File: src/hdl/sms_cart_pkg.sv
// Shared widths, constants and bus structs for the cartridge host
// Imported by every RTL block that touches the download bus or the ROM path
`default_nettype none

package sms_cart_pkg;

	// ========================================
	// Sizes and fixed values
	// ========================================
	localparam int rom_addr_w_default = 22;         // Full cartridge address space
	localparam int header_bytes       = 512;        // Optional image header
	localparam logic [7:0] code_index = 8'hFF;      // Download index of cheat codes
	localparam logic [4:0] gg_index   = 5'd2;       // Low index bits of a Game Gear image

	// Clock enable sequencer
	localparam int ce_div        = 30;
	localparam int ce_vdp_period = 5;
	localparam int ce_pix_period = 10;
	localparam int ce_cpu_phase_a = 9;              // Coincides with a pixel enable
	localparam int ce_cpu_phase_b = 24;

	// ========================================
	// Bundles
	// ========================================
	typedef struct packed {
		logic        wr;        // One-cycle byte strobe
		logic        download;  // High for a whole transfer
		logic [7:0]  index;
		logic [15:0] addr;
		logic [7:0]  dout;
	} dl_bus_t;

	// One cheat, each field little endian
	typedef struct packed {
		logic [31:0] flags;
		logic [31:0] address;
		logic [31:0] compare;
		logic [31:0] replace;
	} cheat_code_t;

	typedef struct packed {
		logic cpu;
		logic vdp;
		logic pix;
		logic sp;
	} clk_en_t;

	typedef struct packed {
		logic [21:0] addr;
		logic [7:0]  data;
	} rom_wr_t;

	typedef struct packed {
		logic [21:0] mask;      // Plain image mirror mask
		logic [21:0] mask512;   // Mask of the image behind a header
		logic        sz512;     // Header present
	} cart_geom_t;

endpackage

`default_nettype wire

File: src/hdl/cheat_code_loader.sv
// Collects sixteen cheat bytes from the download bus into one cheat record
// code_valid pulses once the last byte of a record has landed
`default_nettype none

module cheat_code_loader (
	input  logic                      clk_sys,
	input  logic                      arst_n,
	input  sms_cart_pkg::dl_bus_t     dl,
	output sms_cart_pkg::cheat_code_t code,
	output logic                      code_valid
);
	import sms_cart_pkg::*;

	logic       code_wr;
	logic [1:0] byte_sel;   // Byte within a field
	logic [1:0] field_sel;  // Flags, address, compare, replace

	assign code_wr   = dl.wr && dl.download && (dl.index == code_index);
	assign byte_sel  = dl.addr[1:0];
	assign field_sel = dl.addr[3:2];

	// ========================================
	// Byte placement
	// ========================================
	always_ff @(posedge clk_sys) begin
		if (code_wr) begin
			case (field_sel)
				2'd0: code.flags[8*byte_sel +: 8]   <= dl.dout;
				2'd1: code.address[8*byte_sel +: 8] <= dl.dout;
				2'd2: code.compare[8*byte_sel +: 8] <= dl.dout;
				default: begin
					code.replace[8*byte_sel +: 8] <= dl.dout;
				end
			endcase
		end
	end

	// Last byte completes the record
	always_ff @(posedge clk_sys or negedge arst_n) begin
		if (!arst_n) begin
			code_valid <= 1'b0;
		end else begin
			code_valid <= code_wr && (dl.addr[3:0] == 4'hF);
		end
	end

endmodule

`default_nettype wire

File: config.mk
export PLATFORM = sky130hd
export DESIGN_NAME = cheat_code_loader
export DESIGN_NICKNAME = d
export VERILOG_FILES = /design/src/hdl/sms_cart_pkg.sv /design/src/hdl/cheat_code_loader.sv
export SDC_FILE = /design/constraint.sdc
export NUM_CORES = 1
export LEC_CHECK = 0
export BUFFER_PORTS_ARGS = -buffer_cell sky130_fd_sc_hd__buf_4
export CAP_MARGIN = 20
export CORE_MARGIN = 1.5
export CORE_UTILIZATION = 50
export CTS_BUF_LIST = sky130_fd_sc_hd__clkbuf_4 sky130_fd_sc_hd__clkbuf_8
export CTS_CLUSTER_DIAMETER = 30
export DETAILED_ROUTE_END_ITERATION = 6
export PLACE_DENSITY = 0.77
export SLEW_MARGIN = 30
export SYNTH_ARGS = -nofsm -noshare
export SYNTH_HDL_FRONTEND = slang
export SYNTH_SLANG_ARGS = --single-unit
File: constraint.sdc
create_clock -name clk_sys -period 0.8 [get_ports clk_sys]
set_input_delay 0.16 -clock clk_sys [delete_from_list [all_inputs] [get_ports clk_sys]]
set_output_delay 0.16 -clock clk_sys [all_outputs]
set_load 0.01 [all_outputs]
==> metrics.md <==
| Metric | Value |
|---|---|
| Register area share after synthesis | `0.8443` |
| Internal Pwr Total | `10.92 mW` |
| Met3 global-route usage | `0.07092` |
| Yosys top cell area share | `0.8389` |
| Pre-CTS setup slack | `-0.8242 ns` |
| Register area | `3869 µm²` |
| Synth Net Count | `257` |
| Top Usage Layer GRT | `met2` |
| Sw Pwr | `2.999 mW` |
| GRT Total Usage | `0.2409` |
| RSZ-0062 raised after global routing | `true` |
| CTS max path bufs | `2` |
| Setup TNS | `-84.01 ns` |
| Power Dens Cells | `1812 nW/µm²` |
| Setup Crit Path Kind | `reg -> out` |
| Crit share post-route | `1.455` |
| Synth Area per Inst | `21.31 µm²` |
| Ant diodes | `0` |
| #FFs+latches synth | `129` |
| Final ANT Viol Nets | `0` |
| Dpl hpwl | `7213 µm` |
| Clock sinks | `129` |
| Layout net count | `471` |
| Initial Utilization | `0.5203` |
| Sw Share | `0.2155` |
| H-tree levels | `4` |
| Post-synthesis adder-cell area fraction | `0.01638` |
| Cell area after technology mapping | `4582 µm²` |
| Endpoints failing setup | `385` |
| Synth area leader | `edfxtp_1` |
| Post-synthesis mux area share | `0` |
| Worst path required time | `0.64 ns` |
| Root Driver | `clkbuf_8` |
| Wire per inst | `22.16 µm` |
| # DRC | `17` |
| Delay-heaviest family, CP | `flip-flops` |
| Most frequent cell after synthesis | `edfxtp_1` |
| Top_reg_cell synth | `edfxtp_1` |
| Max cap viols | `0` |
| Layout cells sized above 1 | `0.6765` |
| Fillers | `344` |
| Synth top area cells | `edfxtp_1 84%, and2_1 4.4%, nor4_2 3.0%` |
| CP peak stage delay | `0.43 ns` |
| Ys async rst share | `0.007752` |
| GPL Wtd Cong | `0.7396` |
| Number of port buffers | `152` |
| Synth warnings | `0` |
| Fin worst setup slack | `-0.3640 ns` |
| Cell variety after synth | `20` |
| Vias per cell | `5.222` |
| CP Launch Type | `register` |
| 1st-iter DRT viols | `121` |
| DIE WIDTH | `98.73 µm` |
| Largest net degree at the start of global routing | `18` |
| Initial antenna violation count | `0` |
| Total design power | `13.92 mW` |
| Fmax | `859.1 MHz` |
| Failing checks | `DRC, setup timing` |
| Fin crit period | `1.164 ns` |
| Number of synthesized flops with an enable pin | `128` |
| Met1 Track Usage GR | `0.2864` |
| Worst Setup End Kind | `output pin` |
| Worst-path clk slew | `0.07 ns` |
| Final core utilization | `0.8724` |
| CP bufs+invs | `1` |
| Met2 global-route usage | `0.4060` |
| Die Y | `98.73 µm` |
| Post-synth top cells | `128 x edfxtp_1, 32 x and2_1, 11 x nor4_2, 8 x nand3b_1` |
| Area of the die | `9747 µm²` |
| Status | `complete, but fails checks` |
| CP max stage cell | `edfxtp_1` |
| Cts bufs inserted | `17` |
| Total grt overflow | `0` |
| Critical Path, Cell by Cell | `buf_6` |
| Post-synthesis cell count | `215` |
| Peak supply drop | `0.001334 V` |
| Vias in the first global route | `2931` |
| Flop pwr share | `0.530` |
| Synth Area in Compound Gates | `0` |
| Max_slew headroom | `0.7941` |
| Multi-input logic area | `1033 µm²` |
| Fin. max-slew vios | `0` |
| Vias post-DR | `2872` |
| Clk network pwr share | `0.413` |
| Post-synthesis simple-gate area fraction | `0.1289` |
| First-pass iteration count of the detailed router | `7` |
| Worst-margin pin slew | `0.3061 ns` |
| IO Count | `165` |
| Total routed wirelength | `12190 µm` |
| Largest family of logic cells by synthesized area | `simple AND/OR/NAND/NOR gates` |
| Worst path depth | `1` |
| Core Region | `8806 µm²` |
| Post-Synth XOR/XNOR Area | `0` |
| Logic pwr share | `0.057` |
| Worst EP arrival | `1.00 ns` |
| First-pass GRT wire length | `16700 µm` |
| Row count | `34` |
| Fin. Hold Viols | `0` |
| Crit path max fanout | `1` |
| CTS tree | `done` |
| Worst min path class | `in -> async` |
| Layout area overhead | `67.67%` |
| Static Leakage | `2.730 nW` |
==> per-stage QoR <==
stage | area [µm²] | hold slack [ns] | std cells
floorplan | 4841 | -0.1356 | 215
global placement | 6411 | -0.06395 | 509
detailed placement | 6411 | -0.06443 | 509
CTS | 7425 | 0.009408 | 548
global route | 7682 | 0.02747 | 550
finish | 7682 | 0.03111 | 550
==> cells by family (layout without fill, tap and decap cells) <==
kind of cell	after synthesis	after routing
adders and majority gates	6	6
buffers and inverters	7	234
DFF	129	129
and+or+nand+nor	73	73
==> registers in the layout (all words and copies together), names as in the netlist <==
signal / cells
code_valid: 1
code: 128
==> cell usage in the layout (no fill, tap or decap) <==
master / Yosys / final
and2_4: 0 / 32
nand3_2: 0 / 1
inv_16: 0 / 1
dfrtp_1: 1 / 1
clkinv_1: 0 / 1
clkinvlp_4: 0 / 4
buf_8: 0 / 1
dlygate4sd3_1: 0 / 1
clkinv_8: 0 / 1
nand3_4: 0 / 2
bufinv_16: 0 / 3
nor4b_4: 1 / 1
buf_16: 0 / 1
clkinv_4: 0 / 4
nand3b_1: 8 / 8
or3b_4: 0 / 4
clkbuf_4: 0 / 2
and4bb_4: 0 / 1
and3b_2: 0 / 1
ha_4: 0 / 5
nor4_2: 11 / 1
ha_1: 6 / 1
nor3b_4: 0 / 1
nand4_4: 1 / 2
buf_6: 2 / 147
clkbuf_8: 0 / 17
nor4_1: 6 / 1
nand3_1: 5 / 2
clkinv_2: 0 / 1
nand2_2: 0 / 1
nor4_4: 0 / 15
edfxtp_1: 128 / 128
buf_12: 0 / 9
buf_4: 1 / 41
==> timing repair <==
action,4_1_cts,5_1_grt
endpoints found under the setup margin,385,385
cloned,1,0
hold endpoints to repair,1,0
pin swaps,33,5
resized for setup,136,60
setup buffers,5,4
hold buffers,1,0
==> cell type report <==
cell class | instances | area share
Clock inverter | 13 | 0.02134
Inverter | 2 | 0.004723
Timing Repair Buffer | 200 | 0.2858
Multi-Input combinational cell | 79 | 0.1345
Clock buffer | 19 | 0.03241
Tap cell | 108 | 0.01759
Sequential cell | 129 | 0.5036
==> power by group through the flow <==
stage	Sequential (mW)	Combinational [mW]	Clock, mW
after floorplan	7.53	0.281	0
after global placement	7.53	0.560	0
after detailed placement	7.53	0.575	0
after CTS	7.38	0.706	5.76
after global routing	7.38	0.823	6.04
final	7.38	0.787	5.75
==> routing by layer <==
layer / vias to the layer above / share of wire
met5: - / 0
met4: 0 / 0.021
met3: 17 / 0.060
met2: 135 / 0.55
met1: 1440 / 0.37
li1: 1280 / -
==> worst paths after layout <==
path                                        end           startpoint  slack, ns
setup / recovery                      code[102]  code[102]$_DFFE_PP_      -0.36
hold / removal             code_valid$_DFF_PN0_               arst_n       0.03
max in group asynchronous  code_valid$_DFF_PN0_               arst_n       0.69
min in group clk_sys         code[85]$_DFFE_PP_                dl[5]       0.13
Note: power is estimated with default switching activity, not from simulation.
