===== config.mk =====
export PLATFORM = sky130hd
export DESIGN_NAME = rom_arbiter
export DESIGN_NICKNAME = d
export VERILOG_FILES = /design/src/hdl/sms_cart_pkg.sv /design/src/hdl/rom_arbiter.sv
export SDC_FILE = /design/constraint.sdc
export NUM_CORES = 1
export LEC_CHECK = 0
export BUFFER_PORTS_ARGS = -buffer_cell sky130_fd_sc_hd__buf_2
export CAP_MARGIN = 10
export CORE_ASPECT_RATIO = 1.75
export CORE_MARGIN = 2
export CORE_UTILIZATION = 49
export CTS_BUF_LIST = sky130_fd_sc_hd__clkbuf_16
export DETAILED_ROUTE_END_ITERATION = 6
export PLACE_DENSITY = 0.9
export SYNTH_ARGS = -nofsm -noshare
export SYNTH_HDL_FRONTEND = slang
export SYNTH_SLANG_ARGS = --single-unit

===== constraint.sdc =====
create_clock -name clk_sys -period 4.1 [get_ports clk_sys]
set_input_delay 0.205 -clock clk_sys [delete_from_list [all_inputs] [get_ports clk_sys]]
set_output_delay 0.205 -clock clk_sys [all_outputs]
set_load 0.03 [all_outputs]

===== src/hdl/sms_cart_pkg.sv =====
// Shared widths, constants and bus structs for the cartridge host
// Imported by every RTL block that touches the download bus or the ROM path
`default_nettype none

package sms_cart_pkg;

	// ========================================
	// Sizes and fixed values
	// ========================================
	localparam int rom_addr_w_default = 22;         // Full cartridge address space
	localparam int header_bytes       = 512;        // Optional image header
	localparam logic [7:0] code_index = 8'hFF;      // Download index of cheat codes
	localparam logic [4:0] gg_index   = 5'd2;       // Low index bits of a Game Gear image

	// Clock enable sequencer
	localparam int ce_div        = 30;
	localparam int ce_vdp_period = 5;
	localparam int ce_pix_period = 10;
	localparam int ce_cpu_phase_a = 9;              // Coincides with a pixel enable
	localparam int ce_cpu_phase_b = 24;

	// ========================================
	// Bundles
	// ========================================
	typedef struct packed {
		logic        wr;        // One-cycle byte strobe
		logic        download;  // High for a whole transfer
		logic [7:0]  index;
		logic [15:0] addr;
		logic [7:0]  dout;
	} dl_bus_t;

	// One cheat, each field little endian
	typedef struct packed {
		logic [31:0] flags;
		logic [31:0] address;
		logic [31:0] compare;
		logic [31:0] replace;
	} cheat_code_t;

	typedef struct packed {
		logic cpu;
		logic vdp;
		logic pix;
		logic sp;
	} clk_en_t;

	typedef struct packed {
		logic [21:0] addr;
		logic [7:0]  data;
	} rom_wr_t;

	typedef struct packed {
		logic [21:0] mask;      // Plain image mirror mask
		logic [21:0] mask512;   // Mask of the image behind a header
		logic        sz512;     // Header present
	} cart_geom_t;

endpackage

`default_nettype wire


===== src/hdl/rom_arbiter.sv =====
// Shares the ROM store between loader writes and translated console reads
// Writes win; a read blocked by a write waits in a one-entry slot
`default_nettype none

module rom_arbiter #(
	parameter int rom_addr_w = sms_cart_pkg::rom_addr_w_default
) (
	input  logic                     clk_sys,
	input  logic                     arst_n,
	input  logic                     wr_req,
	input  sms_cart_pkg::rom_wr_t    wr,
	output logic                     wr_ack,
	input  sms_cart_pkg::cart_geom_t geom,
	input  logic                     rom_rd,
	input  logic [rom_addr_w-1:0]    rom_a,
	output logic [7:0]               rom_do,
	output logic                     rom_valid,
	output logic [rom_addr_w-1:0]    mem_addr,
	output logic                     mem_we,
	output logic [7:0]               mem_d,
	input  logic [7:0]               mem_q
);
	import sms_cart_pkg::*;

	logic                  wr_grant;
	logic                  rd_any;
	logic                  rd_pend;   // Read waiting behind a write
	logic                  rd_issue;  // Read address on the store this cycle
	logic [rom_addr_w-1:0] pend_a;
	logic [rom_addr_w-1:0] rd_a;
	logic [rom_addr_w-1:0] xlat;

	assign wr_grant = wr_req && !wr_ack;  // One grant per request
	assign rd_any   = rd_pend || rom_rd;
	assign rom_do   = mem_q;

	// Mirror through the learned masks, skipping a header when present
	always_comb begin
		rd_a = rd_pend ? pend_a : rom_a;
		if (geom.sz512) begin
			xlat = (rd_a & geom.mask512[rom_addr_w-1:0]) + rom_addr_w'(header_bytes);
		end else begin
			xlat = rd_a & geom.mask[rom_addr_w-1:0];
		end
	end

	always_ff @(posedge clk_sys or negedge arst_n) begin
		if (!arst_n) begin
			wr_ack    <= 1'b0;
			mem_we    <= 1'b0;
			rd_pend   <= 1'b0;
			rd_issue  <= 1'b0;
			rom_valid <= 1'b0;
		end else begin
			wr_ack    <= wr_grant;
			mem_we    <= wr_grant;
			rd_issue  <= !wr_grant && rd_any;
			rom_valid <= rd_issue;  // Store data is out one cycle after issue
			rd_pend   <= wr_grant && rd_any;
		end
	end

	always_ff @(posedge clk_sys) begin
		if (rom_rd) begin
			pend_a <= rom_a;
		end
		if (wr_grant) begin
			mem_addr <= wr.addr[rom_addr_w-1:0];
			mem_d    <= wr.data;
		end else if (rd_any) begin
			mem_addr <= xlat;
		end
	end

endmodule

`default_nettype wire


==> reports/results.tsv <==
metric	value	unit
run status	finished, final reports clean	
post-cts gate resize count	0	
TritonCTS clock tree	done	
share of power burned in combinational logic	0.206	
final cycle utilization of the critical path	0.642	
Post-Syn Area	2890	sq um
core region area	5790	sq um
number of synthesized flops with an enable pin	52	
cell types occupying the most area after synthesis	sky130_fd_sc_hd__edfxtp_1 54%, sky130_fd_sc_hd__mux2i_1 7.6%, sky130_fd_sc_hd__dfrtp_1 3.5%	
Internal	1030	uW
data arrival time of the worst path	2670	ps
Tot Pwr	1430	uW
LEAKAGE	0.00161	uW
leading cell type in the layout, fill and taps excluded	sky130_fd_sc_hd__buf_2	
violation count after the first detailed-route iteration	101	
number of buffers created by CTS	5	
worst hold path class	in -> reg	
filler cell count in the final layout	467	
drt pass-1 iters	4	
leading register cell type out of synthesis	sky130_fd_sc_hd__edfxtp_1	
global placer's final weighted congestion	0.893	
y dimension of the die	106	um
Worst Setup End Kind	register	
max frequency	380	MHz
Seq cells post-synth	56	
die area	6540	sq um
input/output buffers	133	
Initial Utilization	0.499	
Switching Share	0.283	
Detail Placement HPWL	5440	um
number of remaining DRC errors	0	
GRT Residual Overflow	0	
I/O Pins	150	
power spent charging and discharging nets	405	uW
Register-to-Register Setup Slack	1470	ps
number of global-route vias before repair	2278	
count of mapped cells out of synthesis	224	
leading area contributor after synthesis	sky130_fd_sc_hd__edfxtp_1	
number of placement rows	37	
first-pass GRT wire length	10500	um
most frequent cells in the layout	133 x sky130_fd_sc_hd__buf_2, 52 x sky130_fd_sc_hd__edfxtp_1, 22 x sky130_fd_sc_hd__nand2_1, 22 x sky130_fd_sc_hd__mux2i_1, 12 x sky130_fd_sc_hd__a21oi_1	
H-tree levels	2	
number of maximum-capacitance constraint violations	0	
post-detailed-route wirelength per cell	16.5	um
Max Clock Skew	6.76	ps
Post-Place Setup Slack	1480	ps
pwr/cell area	386	nW/um^2
startpoint of the worst hold path	wr[6]	
Detailed Route WL	7050	um
hold depth	1	
number of buffers inserted for hold repair after clock tree synthesis	1	
Max Slew Vio Count	0	
largest net degree at the start of global routing	31	
final hold vios	0	
Final nets	459	
CTS Root Buffer Type	sky130_fd_sc_hd__clkbuf_16	
Final Core Density	0.642	
number of sinks driven by the clock tree	56	
distinct cell type count of the synthesized netlist	42	
Data required, critical path	4130	ps
Worst Reg2Reg Path Length in Cells	8	
end of the worst register-to-register path	mem_addr[17]$_DFFE_PP_	
clock latency on the worst-skew pair	300	ps
setup repair after global routing missed its margin	false	
floorplan die width	62.0	um
vias post-DR	2332	
initial antenna violation count	0	
relative contribution of sequential cells to total power	0.492	
kind of start point of the critical path	register	
clock network power share	0.302	
FFs w/ async S/R, synth	0.0714	
final setup margin	1470	ps
clk slew on worst S/H paths	70	ps
Worst-Margin Slew	870	ps
highest ir drop seen on vdd	0.232	mV
maximum fanout encountered on the critical timing path	12	
average vias per placed instance	5.45	
Post-Layout Inst Area	3710	sq um
synthesis-to-layout area growth	28.6	%
diode insertion count for antenna repair	0	
worst hold path endpoint	mem_d[6]$_DFFE_PP_	
antenna violation net count after detailed routing	0	
share of the yosys chip area belonging to registers	0.576	
Final Setup Violations	0	
top cell type's share of synthesized area	0.541	
gr usage total	0.222	
deepest clock path buffer count	2	
Post-Syn Nets	334	
Avg Cell Area, Syn	12.9	sq um
total placed instance area	3550	sq um
Synth Warn #	0	
critical setup path kind	reg -> reg	
share of layout cells above drive strength 1	0.466	
minimum clock period after layout	2630	ps
buffer count from post-CTS setup fixing	0	
Reg2Reg Launch Point	rd_pend$_DFF_PN0_	
sum of negative setup slack	0	ps
tightest slew margin relative to the limit	0.419	
## power by group through the flow
stage	Clock (uW)	Sequential (uW)	Combinational, uW
floorplan	0	787	125
global route	461	711	319
global placement	0	715	289
detailed placement	0	717	295
finish	433	704	295
CTS	442	704	297
## sequential cells by signal, summed over array words and instances (netlist names)
register,flops
rd_pend,1
mem_addr,22
mem_we,1
rom_valid,1
pend_a,22
rd_issue,1
mem_d,8
## cell usage after synthesis (4+ instances only)
cell and count:
sky130_fd_sc_hd__edfxtp_1 52, sky130_fd_sc_hd__mux2i_1 22, sky130_fd_sc_hd__nand2_1 22, sky130_fd_sc_hd__a21oi_1 12
sky130_fd_sc_hd__o31ai_1 11, sky130_fd_sc_hd__nor2_1 10, sky130_fd_sc_hd__buf_4 9, sky130_fd_sc_hd__clkbuf_1 6
sky130_fd_sc_hd__mux2_2 6, sky130_fd_sc_hd__xor2_1 6, sky130_fd_sc_hd__mux2_4 5, sky130_fd_sc_hd__nor3_1 5
sky130_fd_sc_hd__dfrtp_1 4, sky130_fd_sc_hd__inv_1 4
## worst max path at each step
stage,startpoint,cells past startpoint,endpoint
floorplan,rd_pend$_DFF_PN0_,9,mem_addr[17]$_DFFE_PP_
global placement,rd_pend$_DFF_PN0_,8,mem_addr[17]$_DFFE_PP_
detailed placement,rd_pend$_DFF_PN0_,8,mem_addr[17]$_DFFE_PP_
CTS,rd_pend$_DFF_PN0_,8,mem_addr[17]$_DFFE_PP_
global route,rd_pend$_DFF_PN0_,8,mem_addr[17]$_DFFE_PP_
finish,rd_pend$_DFF_PN0_,8,mem_addr[17]$_DFFE_PP_
## metal layers
layer,vias to the layer above,part of all wire,track usage
met2,119,0.53,0.373
met5,-,0,0
li1,1103,-,-
met4,0,0.054,0.146
met3,32,0.064,0.0503
met1,1078,0.35,0.231
## cell type report
cell class                 instances  area [sq um]  area share
tap                               78          97.6      0.0263
inverter                           4          15.0     0.00404
multi-input combinational        146          1100       0.296
clock buffer                       5           125      0.0337
timing repair buffer             136           691       0.186
clock inverter                     3          22.5     0.00607
sequential                        56          1660       0.448
## logic make-up after synthesis
| kind of cell | count (synthesis) | share of synthesized area |
|---|---|---|
| buffers and inverters | 22 | 0.0433 |
| xor gates and xnor gates | 8 | 0.0243 |
| DFF | 56 | 0.576 |
| AOI/OAI and AO/OA | 41 | 0.0958 |
| adders and majority gates | 1 | 0.00433 |
| muxes | 33 | 0.126 |
| and+or+nand+nor | 63 | 0.131 |
## metrics by stage
step	hold WS, ps	cells
3_3_place_gp	25.0	419
4_1_cts	69.3	428
2_1_floorplan	-90.6	224
3_5_place_dp	26.2	419
5_1_grt	68.3	428
6_report	78.5	428
## critical path, stage by stage, from the launching register on
cell                      delay (ps)
sky130_fd_sc_hd__dfrtp_1         760
sky130_fd_sc_hd__mux2_4          310
sky130_fd_sc_hd__and2_1          150
sky130_fd_sc_hd__ha_1            170
sky130_fd_sc_hd__and2_1          150
sky130_fd_sc_hd__nand4_2         240
sky130_fd_sc_hd__o311a_1         360
sky130_fd_sc_hd__nor3_1          130
sky130_fd_sc_hd__o31ai_1          80
Note: power is estimated with default switching activity, not from simulation.
