**src/hdl/sms_cart_pkg.sv**
```systemverilog
// Shared widths, constants and bus structs for the cartridge host
// Imported by every RTL block that touches the download bus or the ROM path
`default_nettype none

package sms_cart_pkg;

	// ========================================
	// Sizes and fixed values
	// ========================================
	localparam int rom_addr_w_default = 22;         // Full cartridge address space
	localparam int header_bytes       = 512;        // Optional image header
	localparam logic [7:0] code_index = 8'hFF;      // Download index of cheat codes
	localparam logic [4:0] gg_index   = 5'd2;       // Low index bits of a Game Gear image

	// Clock enable sequencer
	localparam int ce_div        = 30;
	localparam int ce_vdp_period = 5;
	localparam int ce_pix_period = 10;
	localparam int ce_cpu_phase_a = 9;              // Coincides with a pixel enable
	localparam int ce_cpu_phase_b = 24;

	// ========================================
	// Bundles
	// ========================================
	typedef struct packed {
		logic        wr;        // One-cycle byte strobe
		logic        download;  // High for a whole transfer
		logic [7:0]  index;
		logic [15:0] addr;
		logic [7:0]  dout;
	} dl_bus_t;

	// One cheat, each field little endian
	typedef struct packed {
		logic [31:0] flags;
		logic [31:0] address;
		logic [31:0] compare;
		logic [31:0] replace;
	} cheat_code_t;

	typedef struct packed {
		logic cpu;
		logic vdp;
		logic pix;
		logic sp;
	} clk_en_t;

	typedef struct packed {
		logic [21:0] addr;
		logic [7:0]  data;
	} rom_wr_t;

	typedef struct packed {
		logic [21:0] mask;      // Plain image mirror mask
		logic [21:0] mask512;   // Mask of the image behind a header
		logic        sz512;     // Header present
	} cart_geom_t;

endpackage

`default_nettype wire

```
**src/hdl/cart_loader.sv**
```systemverilog
// Turns cartridge download bytes into ROM write requests and holds the host off
// Also learns the mirror masks, the header flag and the Game Gear flag
`default_nettype none

module cart_loader #(
	parameter int rom_addr_w = sms_cart_pkg::rom_addr_w_default
) (
	input  logic                     clk_sys,
	input  logic                     arst_n,
	input  sms_cart_pkg::dl_bus_t    dl,
	output logic                     ioctl_wait,
	output logic                     wr_req,
	output sms_cart_pkg::rom_wr_t    wr,
	input  logic                     wr_ack,
	output sms_cart_pkg::cart_geom_t geom,
	output logic                     gg
);
	import sms_cart_pkg::*;

	localparam int hdr_bit = $clog2(header_bytes);  // Byte count bit marking a header

	logic                  cart_dl;
	logic                  cart_wr;
	logic                  cart_dl_q;
	logic [rom_addr_w-1:0] wr_addr;
	logic [7:0]            wr_data;
	logic [21:0]           dl_addr;

	assign cart_dl = dl.download && (dl.index != code_index);
	assign cart_wr = cart_dl && dl.wr;
	assign dl_addr = 22'(dl.addr);
	assign wr      = '{addr: 22'(wr_addr), data: wr_data};

	// ========================================
	// Write sequencing
	// ========================================
	always_ff @(posedge clk_sys or negedge arst_n) begin
		if (!arst_n) begin
			cart_dl_q  <= 1'b0;
			ioctl_wait <= 1'b0;
			wr_req     <= 1'b0;
			wr_addr    <= '0;
		end else begin
			cart_dl_q <= cart_dl;
			if (cart_wr) begin
				ioctl_wait <= 1'b1;
				wr_req     <= 1'b1;
			end else if (wr_ack) begin
				ioctl_wait <= 1'b0;  // Host may send the next byte
				wr_req     <= 1'b0;
			end
			if (cart_dl && !cart_dl_q) begin
				wr_addr <= '0;  // New image starts at the bottom
			end else if (wr_ack) begin
				wr_addr <= wr_addr + 1'b1;
			end
		end
	end

	always_ff @(posedge clk_sys) begin
		if (cart_wr) begin
			wr_data <= dl.dout;
		end
	end

	// ========================================
	// Image geometry
	// ========================================
	always_ff @(posedge clk_sys or negedge arst_n) begin
		if (!arst_n) begin
			geom <= '0;
			gg   <= 1'b0;
		end else begin
			if (cart_wr) begin
				geom.mask <= (dl_addr == '0) ? '0 : (geom.mask | dl_addr);
				// Offsets behind the header
				if (dl_addr == 22'(header_bytes)) begin
					geom.mask512 <= '0;
				end else if (dl_addr > 22'(header_bytes)) begin
					geom.mask512 <= geom.mask512 | (dl_addr - 22'(header_bytes));
				end
				gg <= (dl.index[4:0] == gg_index);
			end
			// Odd multiple of 512 bytes means a header in front
			if (cart_dl_q && !cart_dl) begin
				geom.sz512 <= wr_addr[hdr_bit];
			end
		end
	end

endmodule

`default_nettype wire

```
**config.mk**
```make
export PLATFORM = sky130hd
export DESIGN_NAME = cart_loader
export DESIGN_NICKNAME = d
export VERILOG_FILES = /design/src/hdl/sms_cart_pkg.sv /design/src/hdl/cart_loader.sv
export SDC_FILE = /design/constraint.sdc
export NUM_CORES = 1
export LEC_CHECK = 0
export ABC_AREA = 1
export BUFFER_PORTS_ARGS = -buffer_cell sky130_fd_sc_hd__buf_2
export CAP_MARGIN = 20
export CORE_MARGIN = 2
export CORE_UTILIZATION = 41
export CTS_CLUSTER_SIZE = 25
export DETAILED_ROUTE_END_ITERATION = 10
export MAX_ROUTING_LAYER = met4
export PLACE_DENSITY_LB_ADDON = 0.15
export SYNTH_ARGS = -nofsm -noshare
export SYNTH_HDL_FRONTEND = slang
export SYNTH_SLANG_ARGS = --single-unit
```
**constraint.sdc**
```tcl
create_clock -name clk_sys -period 3.9 [get_ports clk_sys]
set_clock_uncertainty 0.1 [all_clocks]
set_input_delay 0.39 -clock clk_sys [delete_from_list [all_inputs] [get_ports clk_sys]]
set_output_delay 0.39 -clock clk_sys [all_outputs]
set_load 0.1 [all_outputs]
```
==> results.sh <==
export IMPL_timing_final_crit_share=0.454
export IMPL_ff_latch_area_mm2=0.00184
export IMPL_finalInstanceArea_mm2=0.00431
export IMPL_drt_pass1_iter_count=4
export IMPL_diodes=0
export IMPL_max_slew_margin_rel=0.398
export IMPL_cellPowerDensity_mw_per_mm2=410
export IMPL_critical_path_s_slowest_cell="sky130_fd_sc_hd__dfrtp_1"
export IMPL_synthesis_area_per_instance_um2=8.86
export IMPL_cts_num_sinks=72
export IMPL_preCtsSetupSlack_ps=1860
export IMPL_area_of_the_multi_input_gates_mm2=0.00138
export IMPL_yosys_warnings=0
export IMPL_post_dp_hpwl_um=6090
export IMPL_die_height_um=96.9
export IMPL_rsz0062_at_grt="no"
export IMPL_via_count_of_the_first_global_routing_pass=2827
export IMPL_synth_compound_gate_area_share=0.108
export IMPL_worst_hold_path_type="in2async"
export IMPL_yosys_cell_types_count=33
export IMPL_first_pass_grt_wire_length_um=14000
export IMPL_post_synthesis_share_of_cell_area_spent_on_xor_and_xnor_gates=0.0173
export IMPL_setup_worst_path_start_class="flip-flop"
export IMPL_syn2layout_area_growth_pct=21.8
export IMPL_synth_seq_area_share=0.521
export IMPL_routed_wl_um=8200
export IMPL_clock_insertion_delay_worst_skew_ps=340
export IMPL_die_w_um=96.9
export IMPL_core_region_area_mm2=0.00830
export IMPL_synthesized_area_mm2=0.00353
export IMPL_net_switching_power_mw=0.630
export IMPL_endpoint_arrival_time_on_the_critical_path_ps=1280
export IMPL_ys_seq_elements=72
export IMPL_cp_cell_sequence="buf_2"
export IMPL_groute_usage_overall=0.190
export IMPL_maximum_number_of_pins_on_one_net_before_global_route_repair=41
export IMPL_max_vdd_ir_drop_mv=0.199
export IMPL_timing_critical_path_required_ps=3410
export IMPL_ctsHoldBuffers=0
export IMPL_fraction_of_synthesized_cell_area_taken_by_the_top_area_cell_type=0.453
export IMPL_cpPeakStageDelay_ps=470
export IMPL_worst_hold_margin_ps=73.5
export IMPL_post_synth_adder_cell_area=0.00708
export IMPL_drc_errors=0
export IMPL_yosys_area_top_type="sky130_fd_sc_hd__dfrtp_1"
export IMPL_routed_length_per_placed_instance_um=13.2
export IMPL_postCtsSetupBuffers=0
export IMPL_filler_cell_count=828
export IMPL_floorplan_initialDensity=0.426
export IMPL_critical_path_peak_fanout=7
export IMPL_area_after_dpl_mm2=0.00411
export IMPL_via_per_inst=4.74
export IMPL_cts_buffers_inserted=9
export IMPL_fp_row_count=33
export IMPL_cts_repair_resize_count=0
export IMPL_synth_area_leaders="sky130_fd_sc_hd__dfrtp_1 45%, sky130_fd_sc_hd__nand2_1 7.3%, sky130_fd_sc_hd__edfxtp_1 6.8%, sky130_fd_sc_hd__inv_1 5.8%, sky130_fd_sc_hd__a21oi_1 5.4%"
export IMPL_ctsRootBufferMaster="sky130_fd_sc_hd__clkbuf_8"
export IMPL_power_combinational_fraction=0.222
export IMPL_leakage_power_summed_over_all_cells_nw=2.11
export IMPL_post_route_util=0.519
export IMPL_cp_buffers_inverters=1
export IMPL_final_critical_path_setup_slack_ps=2130
export IMPL_critical_path_top_delay_family="flip-flops"
export IMPL_final_max_slew_violation_count=0
export IMPL_clk_path_buf_depth=2
export IMPL_synth_top_family_by_area="simple AND/OR/NAND/NOR gates"
export IMPL_nNetsFinal=549
export IMPL_final_hold_vio_count=0
export IMPL_worst_setup_path_end_kind="primary output"
export IMPL_cts_max_level=3
export IMPL_layout_drive_gt1_share=0.328
export IMPL_criticalPathCategory="reg2out"
export IMPL_cts_tree="done"
export IMPL_swShare=0.357
export IMPL_portion_of_netlist_area_occupied_by_mux_cells=0
export IMPL_detailed_route_iter0_violations=126
export IMPL_syn_instance_count=399
export IMPL_num_vias=2936
export IMPL_die_area_mm2=0.00938
export IMPL_timing_fmax_mhz=565
export IMPL_global_route_overflow_total=0
export IMPL_fin_tns_setup_ps=0
export IMPL_p_int_mw=1.13
export IMPL_power_share_clock=0.320
export IMPL_clock_pin_slew_of_the_registers_on_the_worst_case_setup_and_hold_paths_ps=80
export IMPL_run_status="completed"
export IMPL_synth_simple_gate_area_frac=0.252
export IMPL_max_cap_violations=0
export IMPL_transition_time_of_the_tightest_slew_check_pin_ps=904
export IMPL_place_congestion=0.820
export IMPL_antenna_violations_before_repair=0
export IMPL_place_port_buffers=108
export IMPL_power_sequential_fraction=0.458
export IMPL_finalSetupViolations=0
export IMPL_floorplan_io_pins=115
export IMPL_period_needed_ps=1770
export IMPL_drtAntennaViolNets=0
through the flow:
step / total power [mW] / cells
5_1_grt: 1.84 / 620
4_1_cts: 1.78 / 620
3_5_place_dp: 1.22 / 604
3_3_place_gp: 1.21 / 604
6_report: 1.76 / 620
2_1_floorplan: 1.14 / 404
cell usage after synthesis:
cell type / instances
sky130_fd_sc_hd__nand2_1: 69
sky130_fd_sc_hd__dfrtp_1: 64
sky130_fd_sc_hd__inv_1: 55
sky130_fd_sc_hd__nor2_1: 47
sky130_fd_sc_hd__a21oi_1: 38
sky130_fd_sc_hd__nand3_1: 15
sky130_fd_sc_hd__nand2_2: 13
sky130_fd_sc_hd__o21ai_0: 13
sky130_fd_sc_hd__nor2_4: 11
sky130_fd_sc_hd__buf_4: 10
sky130_fd_sc_hd__edfxtp_1: 8
sky130_fd_sc_hd__nor3_1: 7
sky130_fd_sc_hd__nor2_2: 6
sky130_fd_sc_hd__o21ai_2: 6
sky130_fd_sc_hd__nand4_1: 5
sky130_fd_sc_hd__xor2_1: 5
sky130_fd_sc_hd__buf_6: 4
sky130_fd_sc_hd__a31oi_1: 3
sky130_fd_sc_hd__a21oi_2: 2
sky130_fd_sc_hd__ha_1: 2
sky130_fd_sc_hd__nand2_4: 2
sky130_fd_sc_hd__nand3b_1: 2
sky130_fd_sc_hd__xnor2_1: 2
sky130_fd_sc_hd__a21boi_0: 1
sky130_fd_sc_hd__conb_1: 1
sky130_fd_sc_hd__inv_2: 1
sky130_fd_sc_hd__nand3_2: 1
sky130_fd_sc_hd__nand3_4: 1
sky130_fd_sc_hd__o211a_1: 1
sky130_fd_sc_hd__o21a_1: 1
sky130_fd_sc_hd__o21ai_1: 1
sky130_fd_sc_hd__o21bai_1: 1
sky130_fd_sc_hd__or2_2: 1
logic make-up after synthesis:
logic type | count (synthesis)
other cells | 1
buf+inv | 70
xor+xnor | 7
flops | 72
simple gates | 180
fa+ha+maj | 2
compound gates | 67
placed cells by master (no fill, tap or decap), types with 5 or more instances in the layout:
cell / Yosys / routed
sky130_fd_sc_hd__dfrtp_1: 64 / 64
sky130_fd_sc_hd__clkbuf_8: 0 / 12
sky130_fd_sc_hd__nand2_2: 13 / 13
sky130_fd_sc_hd__o21ai_0: 13 / 13
sky130_fd_sc_hd__nor2_1: 47 / 47
sky130_fd_sc_hd__nor2_4: 11 / 11
sky130_fd_sc_hd__nor3_1: 7 / 7
sky130_fd_sc_hd__nand4_1: 5 / 5
sky130_fd_sc_hd__xor2_1: 5 / 5
sky130_fd_sc_hd__edfxtp_1: 8 / 8
sky130_fd_sc_hd__conb_1: 1 / 6
sky130_fd_sc_hd__inv_1: 55 / 55
sky130_fd_sc_hd__nand2_1: 69 / 69
sky130_fd_sc_hd__o21ai_2: 6 / 6
sky130_fd_sc_hd__nor2_2: 6 / 6
sky130_fd_sc_hd__buf_2: 0 / 108
sky130_fd_sc_hd__nand3_1: 15 / 15
sky130_fd_sc_hd__a21oi_1: 38 / 38
area by class of cell:
cell class,instances,share of cell area
clock inverter,4,0.00639
tap,105,0.0305
multi-input combinational,262,0.321
clock buffer,12,0.0384
inverter,56,0.0488
timing repair buffer,109,0.127
sequential,72,0.428
power groups by stage:
stage	sequential (mW)	clock (mW)	combinational (mW)
2_1_floorplan	1.02	0	0.119
3_3_place_gp	0.822	0	0.392
3_5_place_dp	0.823	0	0.394
4_1_cts	0.808	0.579	0.395
5_1_grt	0.813	0.614	0.415
6_report	0.808	0.564	0.391
sequential cells by signal (all words and copies together), names as in the netlist:
name       count
wr_req         1
cart_dl_q      1
wr_addr       22
geom          39
gg             1
wr_data        8
worst paths after layout:
kind                               to  cells after the start  slack (ps)         from
max                            wr[18]                      1        2130  wr_addr[10]
min                          geom[17]                      1          70       arst_n
max reg2reg                wr_addr[1]                      6        2150    cart_dl_q
min reg2reg                   geom[0]                      1         380    cart_dl_q
max in group asynchronous    geom[16]                      2        2760       arst_n
min in group clk_sys       wr_data[1]                      1         120        dl[1]
layer usage:
layer	vias to the layer above	routed length (um)	track usage
met5	-	0	-
met4	0	133	0.0672
met3	14	483	0.0499
met2	94	3480	0.267
met1	1350	4100	0.266
li1	1478	-	-
No activity file was read; power rests on OpenSTA's default activity.
