**src/hdl/sms_cart_pkg.sv**
```systemverilog
// Shared widths, constants and bus structs for the cartridge host
// Imported by every RTL block that touches the download bus or the ROM path
`default_nettype none

package sms_cart_pkg;

	// ========================================
	// Sizes and fixed values
	// ========================================
	localparam int rom_addr_w_default = 22;         // Full cartridge address space
	localparam int header_bytes       = 512;        // Optional image header
	localparam logic [7:0] code_index = 8'hFF;      // Download index of cheat codes
	localparam logic [4:0] gg_index   = 5'd2;       // Low index bits of a Game Gear image

	// Clock enable sequencer
	localparam int ce_div        = 30;
	localparam int ce_vdp_period = 5;
	localparam int ce_pix_period = 10;
	localparam int ce_cpu_phase_a = 9;              // Coincides with a pixel enable
	localparam int ce_cpu_phase_b = 24;

	// ========================================
	// Bundles
	// ========================================
	typedef struct packed {
		logic        wr;        // One-cycle byte strobe
		logic        download;  // High for a whole transfer
		logic [7:0]  index;
		logic [15:0] addr;
		logic [7:0]  dout;
	} dl_bus_t;

	// One cheat, each field little endian
	typedef struct packed {
		logic [31:0] flags;
		logic [31:0] address;
		logic [31:0] compare;
		logic [31:0] replace;
	} cheat_code_t;

	typedef struct packed {
		logic cpu;
		logic vdp;
		logic pix;
		logic sp;
	} clk_en_t;

	typedef struct packed {
		logic [21:0] addr;
		logic [7:0]  data;
	} rom_wr_t;

	typedef struct packed {
		logic [21:0] mask;      // Plain image mirror mask
		logic [21:0] mask512;   // Mask of the image behind a header
		logic        sz512;     // Header present
	} cart_geom_t;

endpackage

`default_nettype wire

```
**src/hdl/clock_enable_gen.sv**
```systemverilog
// Divide-by-30 sequencer for the CPU, VDP, pixel and sound clock enables
// Free running from reset release, all enables one clk_sys cycle wide
`default_nettype none

module clock_enable_gen (
	input  logic                  clk_sys,
	input  logic                  arst_n,
	output sms_cart_pkg::clk_en_t ce
);
	import sms_cart_pkg::*;

	localparam int cnt_w = $clog2(ce_div);

	logic [cnt_w-1:0] cnt;
	logic             hit_vdp;
	logic             hit_pix;
	logic             hit_cpu;

	// Phase decode on the current count, registered below
	assign hit_vdp = (cnt % ce_vdp_period) == (ce_vdp_period - 1);
	assign hit_pix = (cnt % ce_pix_period) == (ce_pix_period - 1);
	assign hit_cpu = (cnt == cnt_w'(ce_cpu_phase_a)) || (cnt == cnt_w'(ce_cpu_phase_b));

	always_ff @(posedge clk_sys or negedge arst_n) begin
		if (!arst_n) begin
			cnt <= '0;
		end else if (cnt == cnt_w'(ce_div - 1)) begin
			cnt <= '0;
		end else begin
			cnt <= cnt + 1'b1;
		end
	end

	// Sound enable toggles; even sequence length keeps it regular across the wrap
	always_ff @(posedge clk_sys or negedge arst_n) begin
		if (!arst_n) begin
			ce <= '0;
		end else begin
			ce.sp  <= cnt[0];
			ce.vdp <= hit_vdp;
			ce.pix <= hit_pix;
			ce.cpu <= hit_cpu;  // Two per sequence, 15 apart
		end
	end

endmodule

`default_nettype wire

```
**config.mk**
```make
export PLATFORM = sky130hd
export DESIGN_NAME = clock_enable_gen
export DESIGN_NICKNAME = d
export VERILOG_FILES = /design/src/hdl/sms_cart_pkg.sv /design/src/hdl/clock_enable_gen.sv
export SDC_FILE = /design/constraint.sdc
export NUM_CORES = 1
export LEC_CHECK = 0
export ABC_CLOCK_PERIOD_IN_PS = 3400
export BUFFER_PORTS_ARGS = -buffer_cell sky130_fd_sc_hd__buf_2
export CELL_PAD_IN_SITES_DETAIL_PLACEMENT = 2
export CELL_PAD_IN_SITES_GLOBAL_PLACEMENT = 2
export CORE_ASPECT_RATIO = 1.4
export CORE_MARGIN = 3
export CORE_UTILIZATION = 33
export DETAILED_ROUTE_END_ITERATION = 8
export HOLD_SLACK_MARGIN = 0.12
export PLACE_DENSITY_LB_ADDON = 0.1
export REMOVE_ABC_BUFFERS = 1
export SLEW_MARGIN = 20
export SYNTH_ARGS = -nofsm -noshare
export SYNTH_HDL_FRONTEND = slang
export SYNTH_SLANG_ARGS = --single-unit
```
**constraint.sdc**
```tcl
create_clock -name clk_sys -period 3.4 [get_ports clk_sys]
set_input_delay 0.51 -clock clk_sys [delete_from_list [all_inputs] [get_ports clk_sys]]
set_output_delay 0.51 -clock clk_sys [all_outputs]
set_load 0.03 [all_outputs]
```
==> metrics.txt, run 1 <==
# setup viols final 0; asr flop ratio synth 1.000; detailed placement HPWL 2488 um; Slew HR 0.7178; # DRC 0; met1 Use GR 0.2133; PortBufs 5; largest net degree at the start of global routing 12; r2r endpoint ce[2]$_DFF_PN0_; layout cell share with drive strength beyond 1 0.2576; initial core utilization 0.3474; CTS buffer count 3; busiest grt layer met2; Fin. Hold Viols 0; Vias per Instance approximately 5.5; CTS max path bufs 2; top cell type's share of synthesized area 0.2253; Reg power frac 0.450; ANT nets after route 0; pwr/cell area 202.9 mW/mm2; crit path DAT roughly 3.3 ns; ys flop type dfrtp_1; Site Rows 23; Switching Share 0.2021; leading post-synthesis cells by cell area dfrtp_1 (23%), ha_1 (13%), a21oi_1 (4.0%); htree depth 1; # placed instances 164; status completed; DRT iter0 DRCs 10; Max Clk Rate 0.3160 GHz; global-route usage over all layers 0.1899; Synth area leader dfrtp_1; CP top delay family simple AND/OR/NAND/NOR gates; die height around 71 um; TNS Setup 0 ns; M3 GR Usage 0.04421; Synth Instances around 120; CP required approximately 3.6 ns; drt wl/cell 18.16 um; first-pass GRT wire length 5126 um; P&R area growth vs syn 17.77%; most frequent cell after synthesis ha_1; CTS Sinks 9; commonest cells in the netlist ha_1 (10), dfrtp_1 (9), nand2_1 (9), nor2_1 (9), a21oi_1 (8); Crit. End Element flop; Leak 0.5631 nW; min-delay worst type reg -> reg; CP Cell Sequence nor2_1, inv_1, ha_1, and4b_1, o211ai_2, and3_1, xnor2_1, buf_4, ha_1, o2111ai_1, or4_1, a211oi_2; RSZ-0062 raised after global routing false; Distinct cells, synth 49; Int Power roughly 190 uW; Hold Path Depth 1; clk_lat worst skew around 0.24 ns; fin crit share 0.9307; worst reg-to-reg setup slack roughly 0.24 ns; Crit path largest cell delay 0.50 ns; initial antenna violation count 0; Min-Delay Startpoint cnt[0]$_DFF_PN0_; CTS tree yes; Max VDD drop 287.4 uV; clock share of power 0.536; critical path's slowest cell or4_1; Die Footprint about 0.0037 mm2; number of I/O pins 6; Power Total 238.9 uW; Mapped Area 999.7 um2; Critical Path Fanout Max 10; number of synthesized flops with an enable pin 0; Worst-path clk slew approximately 0.050 ns; RR Startpoint cnt[3]$_DFF_PN0_; vias in the first global route a little over 1000; core area 0.002878 mm2; GRT met2 Usage 0.3412; MaxCap Viol Count 0; WP buf/inv 2; filler-free cell count of the finished design approximately 170; final wirelength approximately 3000 um; GRT overflow 0; R2R cell count 12; CTS root buf clkbuf_8; Via Count 930; syn_area_per_cell approximately 8.6 um2; Setup Crit Path Kind reg -> reg; WHS Endpoint ce[0]$_DFF_PN0_; minimum clock period between 3 and 4 ns; n_diodes 0; # Post-CTS Setup Buffers 0; Clock Skew between 0.002 and 0.003 ns; P_sw a little under 50 uW; worst slew pin tran around 0.42 ns; yosys warns 0; max-slew violations 0; drt first pass iters 3; combinational power share 0.015; Final Wtd Congestion a little under 0.8; Die X 52.52 um; final net count between 100 and 150; Critical Path Most Common Cell ha_1; Synth Register Bits 9; crit start category flop; Seq/Total Area, Yosys 0.2253
## cell usage in the layout, fill, tap and decap left out, types with 4 or more instances in the layout
master	Yosys	layout
inv_1	4	4
a21oi_1	8	8
o21ai_0	4	4
dfrtp_1	9	7
buf_2	2	5
nand2_1	9	9
buf_4	2	11
ha_1	10	10
nor2_1	9	9
## logic make-up after synthesis
group                      count (synthesis)  share of synthesized area
AOI/OAI and AO/OA                         39                     0.3117
xor gates and xnor gates                   3                    0.02629
adders and majority gates                 12                     0.1452
buffers and inverters                     12                    0.06507
DFF                                        9                     0.2253
muxes                                      2                    0.02253
and+or+nand+nor                           39                     0.2040
## power groups by stage
stage / logic (mW) / registers (mW) / clock network (mW)
final: 0.00350 / 0.107 / 0.128
after global placement: 0.00267 / 0.109 / 0
after detailed placement: 0.00277 / 0.109 / 0
after floorplan: 0.000000344 / 0.109 / 0
after global routing: 0.00396 / 0.107 / 0.141
after CTS: 0.00365 / 0.107 / 0.133
## cell type report
cell class	count	area, um2
inverters	7	28.78
multi-input cells	95	711.9
fillers	340	1700
well taps	37	46.29
clock buffers	4	45.04
flip-flops and latches	9	227.7
repair buffers	17	117.6
## flip-flops by register name, summed over array words and instances (netlist names)
signal  count
ce          4
cnt         5
## through the flow
| stage | instance area, um2 | setup WS (ns) | utilization | hold slack (ns) |
|---|---|---|---|---|
| floorplan | 963.4 | 0.1073 | - | 0.2144 |
| global placement | 1117 | 0.2128 | 0.3883 | 0.3745 |
| detailed placement | 1117 | 0.1238 | 0.3883 | 0.3789 |
| CTS | 1172 | 0.07881 | 0.4074 | 0.5694 |
| global route | 1177 | 0.03121 | 0.4091 | 0.5945 |
| finish | 1177 | 0.2355 | 0.4091 | 0.5669 |
## routing by layer
metal | wire length (um) | part of all wire
met5 | 0 | 0
met4 | 44 | 0.014
met3 | 57 | 0.019
met2 | 1688 | 0.55
met1 | 1279 | 0.42
## what timing repair did
action / 4_1_cts / 5_1_grt
hold buffers: 1 / 0
resized for setup: 0 / 3
endpoints found under the hold margin: 5 / 0
endpoints found under the setup margin: 0 / 1
## worst max path at each step
| stage | start | end | slack, ns | depth (start not counted) |
|---|---|---|---|---|
| floorplan | cnt[2]$_DFF_PN0_ | ce[2]$_DFF_PN0_ | 0.11 | 13 |
| global route | cnt[4]$_DFF_PN0_ | ce[2]$_DFF_PN0_ | 0.03 | 14 |
| CTS | cnt[4]$_DFF_PN0_ | ce[2]$_DFF_PN0_ | 0.08 | 12 |
| finish | cnt[3]$_DFF_PN0_ | ce[2]$_DFF_PN0_ | 0.24 | 12 |
| detailed placement | cnt[4]$_DFF_PN0_ | ce[2]$_DFF_PN0_ | 0.12 | 13 |
| global placement | cnt[4]$_DFF_PN0_ | ce[2]$_DFF_PN0_ | 0.21 | 12 |
Power figures use the tool's default switching activity.
==> run 2: changes to the inputs <==
--- a/config.mk
+++ b/config.mk
@@ -6,7 +6,7 @@
 export NUM_CORES = 1
 export LEC_CHECK = 0
 export ABC_CLOCK_PERIOD_IN_PS = 3400
-export BUFFER_PORTS_ARGS = -buffer_cell sky130_fd_sc_hd__buf_2
+export BUFFER_PORTS_ARGS = -buffer_cell sky130_fd_sc_hd__buf_4
 export CELL_PAD_IN_SITES_DETAIL_PLACEMENT = 2
 export CELL_PAD_IN_SITES_GLOBAL_PLACEMENT = 2
 export CORE_ASPECT_RATIO = 1.4
==> run 2 against run 1 <==
Routed wire length rose by 2.1%. Core utilization rose by 0.61 points. First-iteration DRC count rose by 30%. Largest cell class unchanged. Design area rose by 1.5%. Critical path type unchanged. Cell count did not move. Highest routed layer unchanged.
==> metrics.txt, run 2 (same netlist as run 1, synthesis figures left out) <==
initial antenna violation count 0 (unchanged); Die X 52.52 um (unchanged); Leak 0.5704 nW (+1.3%); crit start category flop; most frequent cells in the layout buf_4 (16), ha_1 (10), nor2_1 (9), nand2_1 (9), a21oi_1 (8); n_diodes 0 (unchanged); htree depth 1 (unchanged); detailed placement HPWL 2489 um (about the same); first-pass GRT wire length 5485 um (+7.0%); CTS buffer count 3 (unchanged); Via Count 948 (+1.9%); Slew HR 0.6960 (-0.02175); CP top delay family simple AND/OR/NAND/NOR gates; final net count 145 (unchanged); minimum clock period 3.155 ns (-0.009460 ns); Vias per Instance 5.609 (+1.9%); WP buf/inv 1 (-1); CTS tree yes; final critical-path setup slack 0.2450 ns (+0.009460 ns); min-delay worst type reg -> reg; die height 71.13 um (unchanged); drt first pass iters 4 (+1); ANT nets after route 0 (unchanged); clk_lat worst skew 0.23 ns (about the same); Setup Crit Path Kind reg -> reg; Die Footprint 0.003735 mm2 (unchanged); Max Clk Rate 0.3170 GHz (+0.30%); Worst-path clk slew 0.05 ns (about the same); DRT iter0 DRCs 13 (+3); critical path's slowest cell or4_1; Crit path largest cell delay 0.49 ns (about the same); CTS Sinks 9 (unchanged); final core utilization 0.4152 (+0.006087); top flop regs cnt x5, ce x4; fin crit share 0.9279 (-0.002782); initial core utilization 0.3474 (unchanged); number of I/O pins 6 (unchanged); CTS root buf clkbuf_8; Crit. End Element flop; Max VDD drop 239.9 uV (-17%); PortBufs 5 (unchanged); layout cell share with drive strength beyond 1 0.2576 (unchanged); status completed; Critical Path Most Common Cell ha_1; # placed instances 164 (unchanged); Fin. Hold Viols 0 (unchanged); Clock Skew 0.0007706 ns (-0.001945 ns); Final Wtd Congestion 0.7225 (-8.2%); most common cell after layout, fill and taps aside buf_4; largest net degree at the start of global routing 12 (unchanged); # setup viols final 0 (unchanged); CP required 3.55 ns (about the same); TNS Setup 0 ns (unchanged); global-route usage over all layers 0.1979 (+0.008046); # DRC 0 (unchanged); pwr/cell area 200.1 mW/mm2 (-1.4%); final wirelength 3134 um (+2.1%); crit path DAT 3.31 ns (about the same); Most flops, register cnt; MaxCap Viol Count 0 (unchanged); core area 0.002878 mm2 (unchanged); max-slew violations 0 (unchanged); CP Cell Sequence nand2_1, nor2_1, a21oi_1, ha_1, nand2b_1, a22oi_4, and3_1, xnor2_1, buf_4, ha_1, o2111ai_1, or4_1, a211oi_2; drt wl/cell 18.54 um (+2.1%); P&R area growth vs syn 19.52%; worst slew pin tran 0.4525 ns (+0.03196 ns); pre-CTS setup slack 0.08666 ns (-0.03714 ns); Critical Path Fanout Max 8 (-2); filler-free cell count of the finished design 169 (unchanged); GRT overflow 0 (unchanged); max reg flops 5 (unchanged); CTS max path bufs 2 (unchanged); RSZ-0062 raised after global routing false; vias in the first global route 1074 (+3.9%); Site Rows 23 (unchanged)
[run 2: through the flow]
stage	hold WS, ns	area (um2)	power [mW]
after floorplan	0.2144	963.4	0.1091
after global placement	0.3413	1130	0.1121
after detailed placement	0.3457	1130	0.1123
after CTS	0.5687	1185	0.2422
after global routing	0.5840	1195	0.2521
final	0.5667	1195	0.2391
[run 2: what timing repair did]
item	CTS	global route
setup endpoints to repair	0	1
resized for setup	0	4
hold buffers	1	0
hold endpoints to repair	9	0
buffers inserted	0	0
[run 2: where the power goes]
| group | leakage [nW] | switching (mW) | internal (mW) |
|---|---|---|---|
| Clock | 0.0228 | 0.0457 | 0.0820 |
| Sequential | 0.112 | 0 | 0.107 |
| Combinational | 0.436 | 0.00250 | 0.00154 |
[run 2: final cells by class]
cell class	count	area, um2
clock buffers	4	45.04
fillers	346	1683
inverters	7	28.78
multi-input cells	95	716.9
flip-flops and latches	9	227.7
well taps	37	46.29
repair buffers	17	130.1
[run 2: worst paths after layout]
check                            startpoint               end  slack, ns  depth (start not counted)
setup / recovery           cnt[4]$_DFF_PN0_   ce[2]$_DFF_PN0_       0.24                         13
hold / removal             cnt[3]$_DFF_PN0_  cnt[3]$_DFF_PN0_       0.57                          1
setup reg to reg           cnt[4]$_DFF_PN0_   ce[2]$_DFF_PN0_       0.24                         13
hold reg to reg            cnt[3]$_DFF_PN0_  cnt[3]$_DFF_PN0_       0.57                          1
max in group asynchronous            arst_n  cnt[4]$_DFF_PN0_       2.59                          2
min in group asynchronous            arst_n   ce[0]$_DFF_PN0_       0.65                          2
[run 2: layer usage]
layer | global-route usage | part of all wire | up-vias
met2 | 0.3605 | 0.58 | 12
met4 | 0.03693 | 0.011 | 0
met3 | 0.04632 | 0.018 | 4
met5 | 0 | 0 | -
li1 | - | - | 460
met1 | 0.2292 | 0.40 | 472
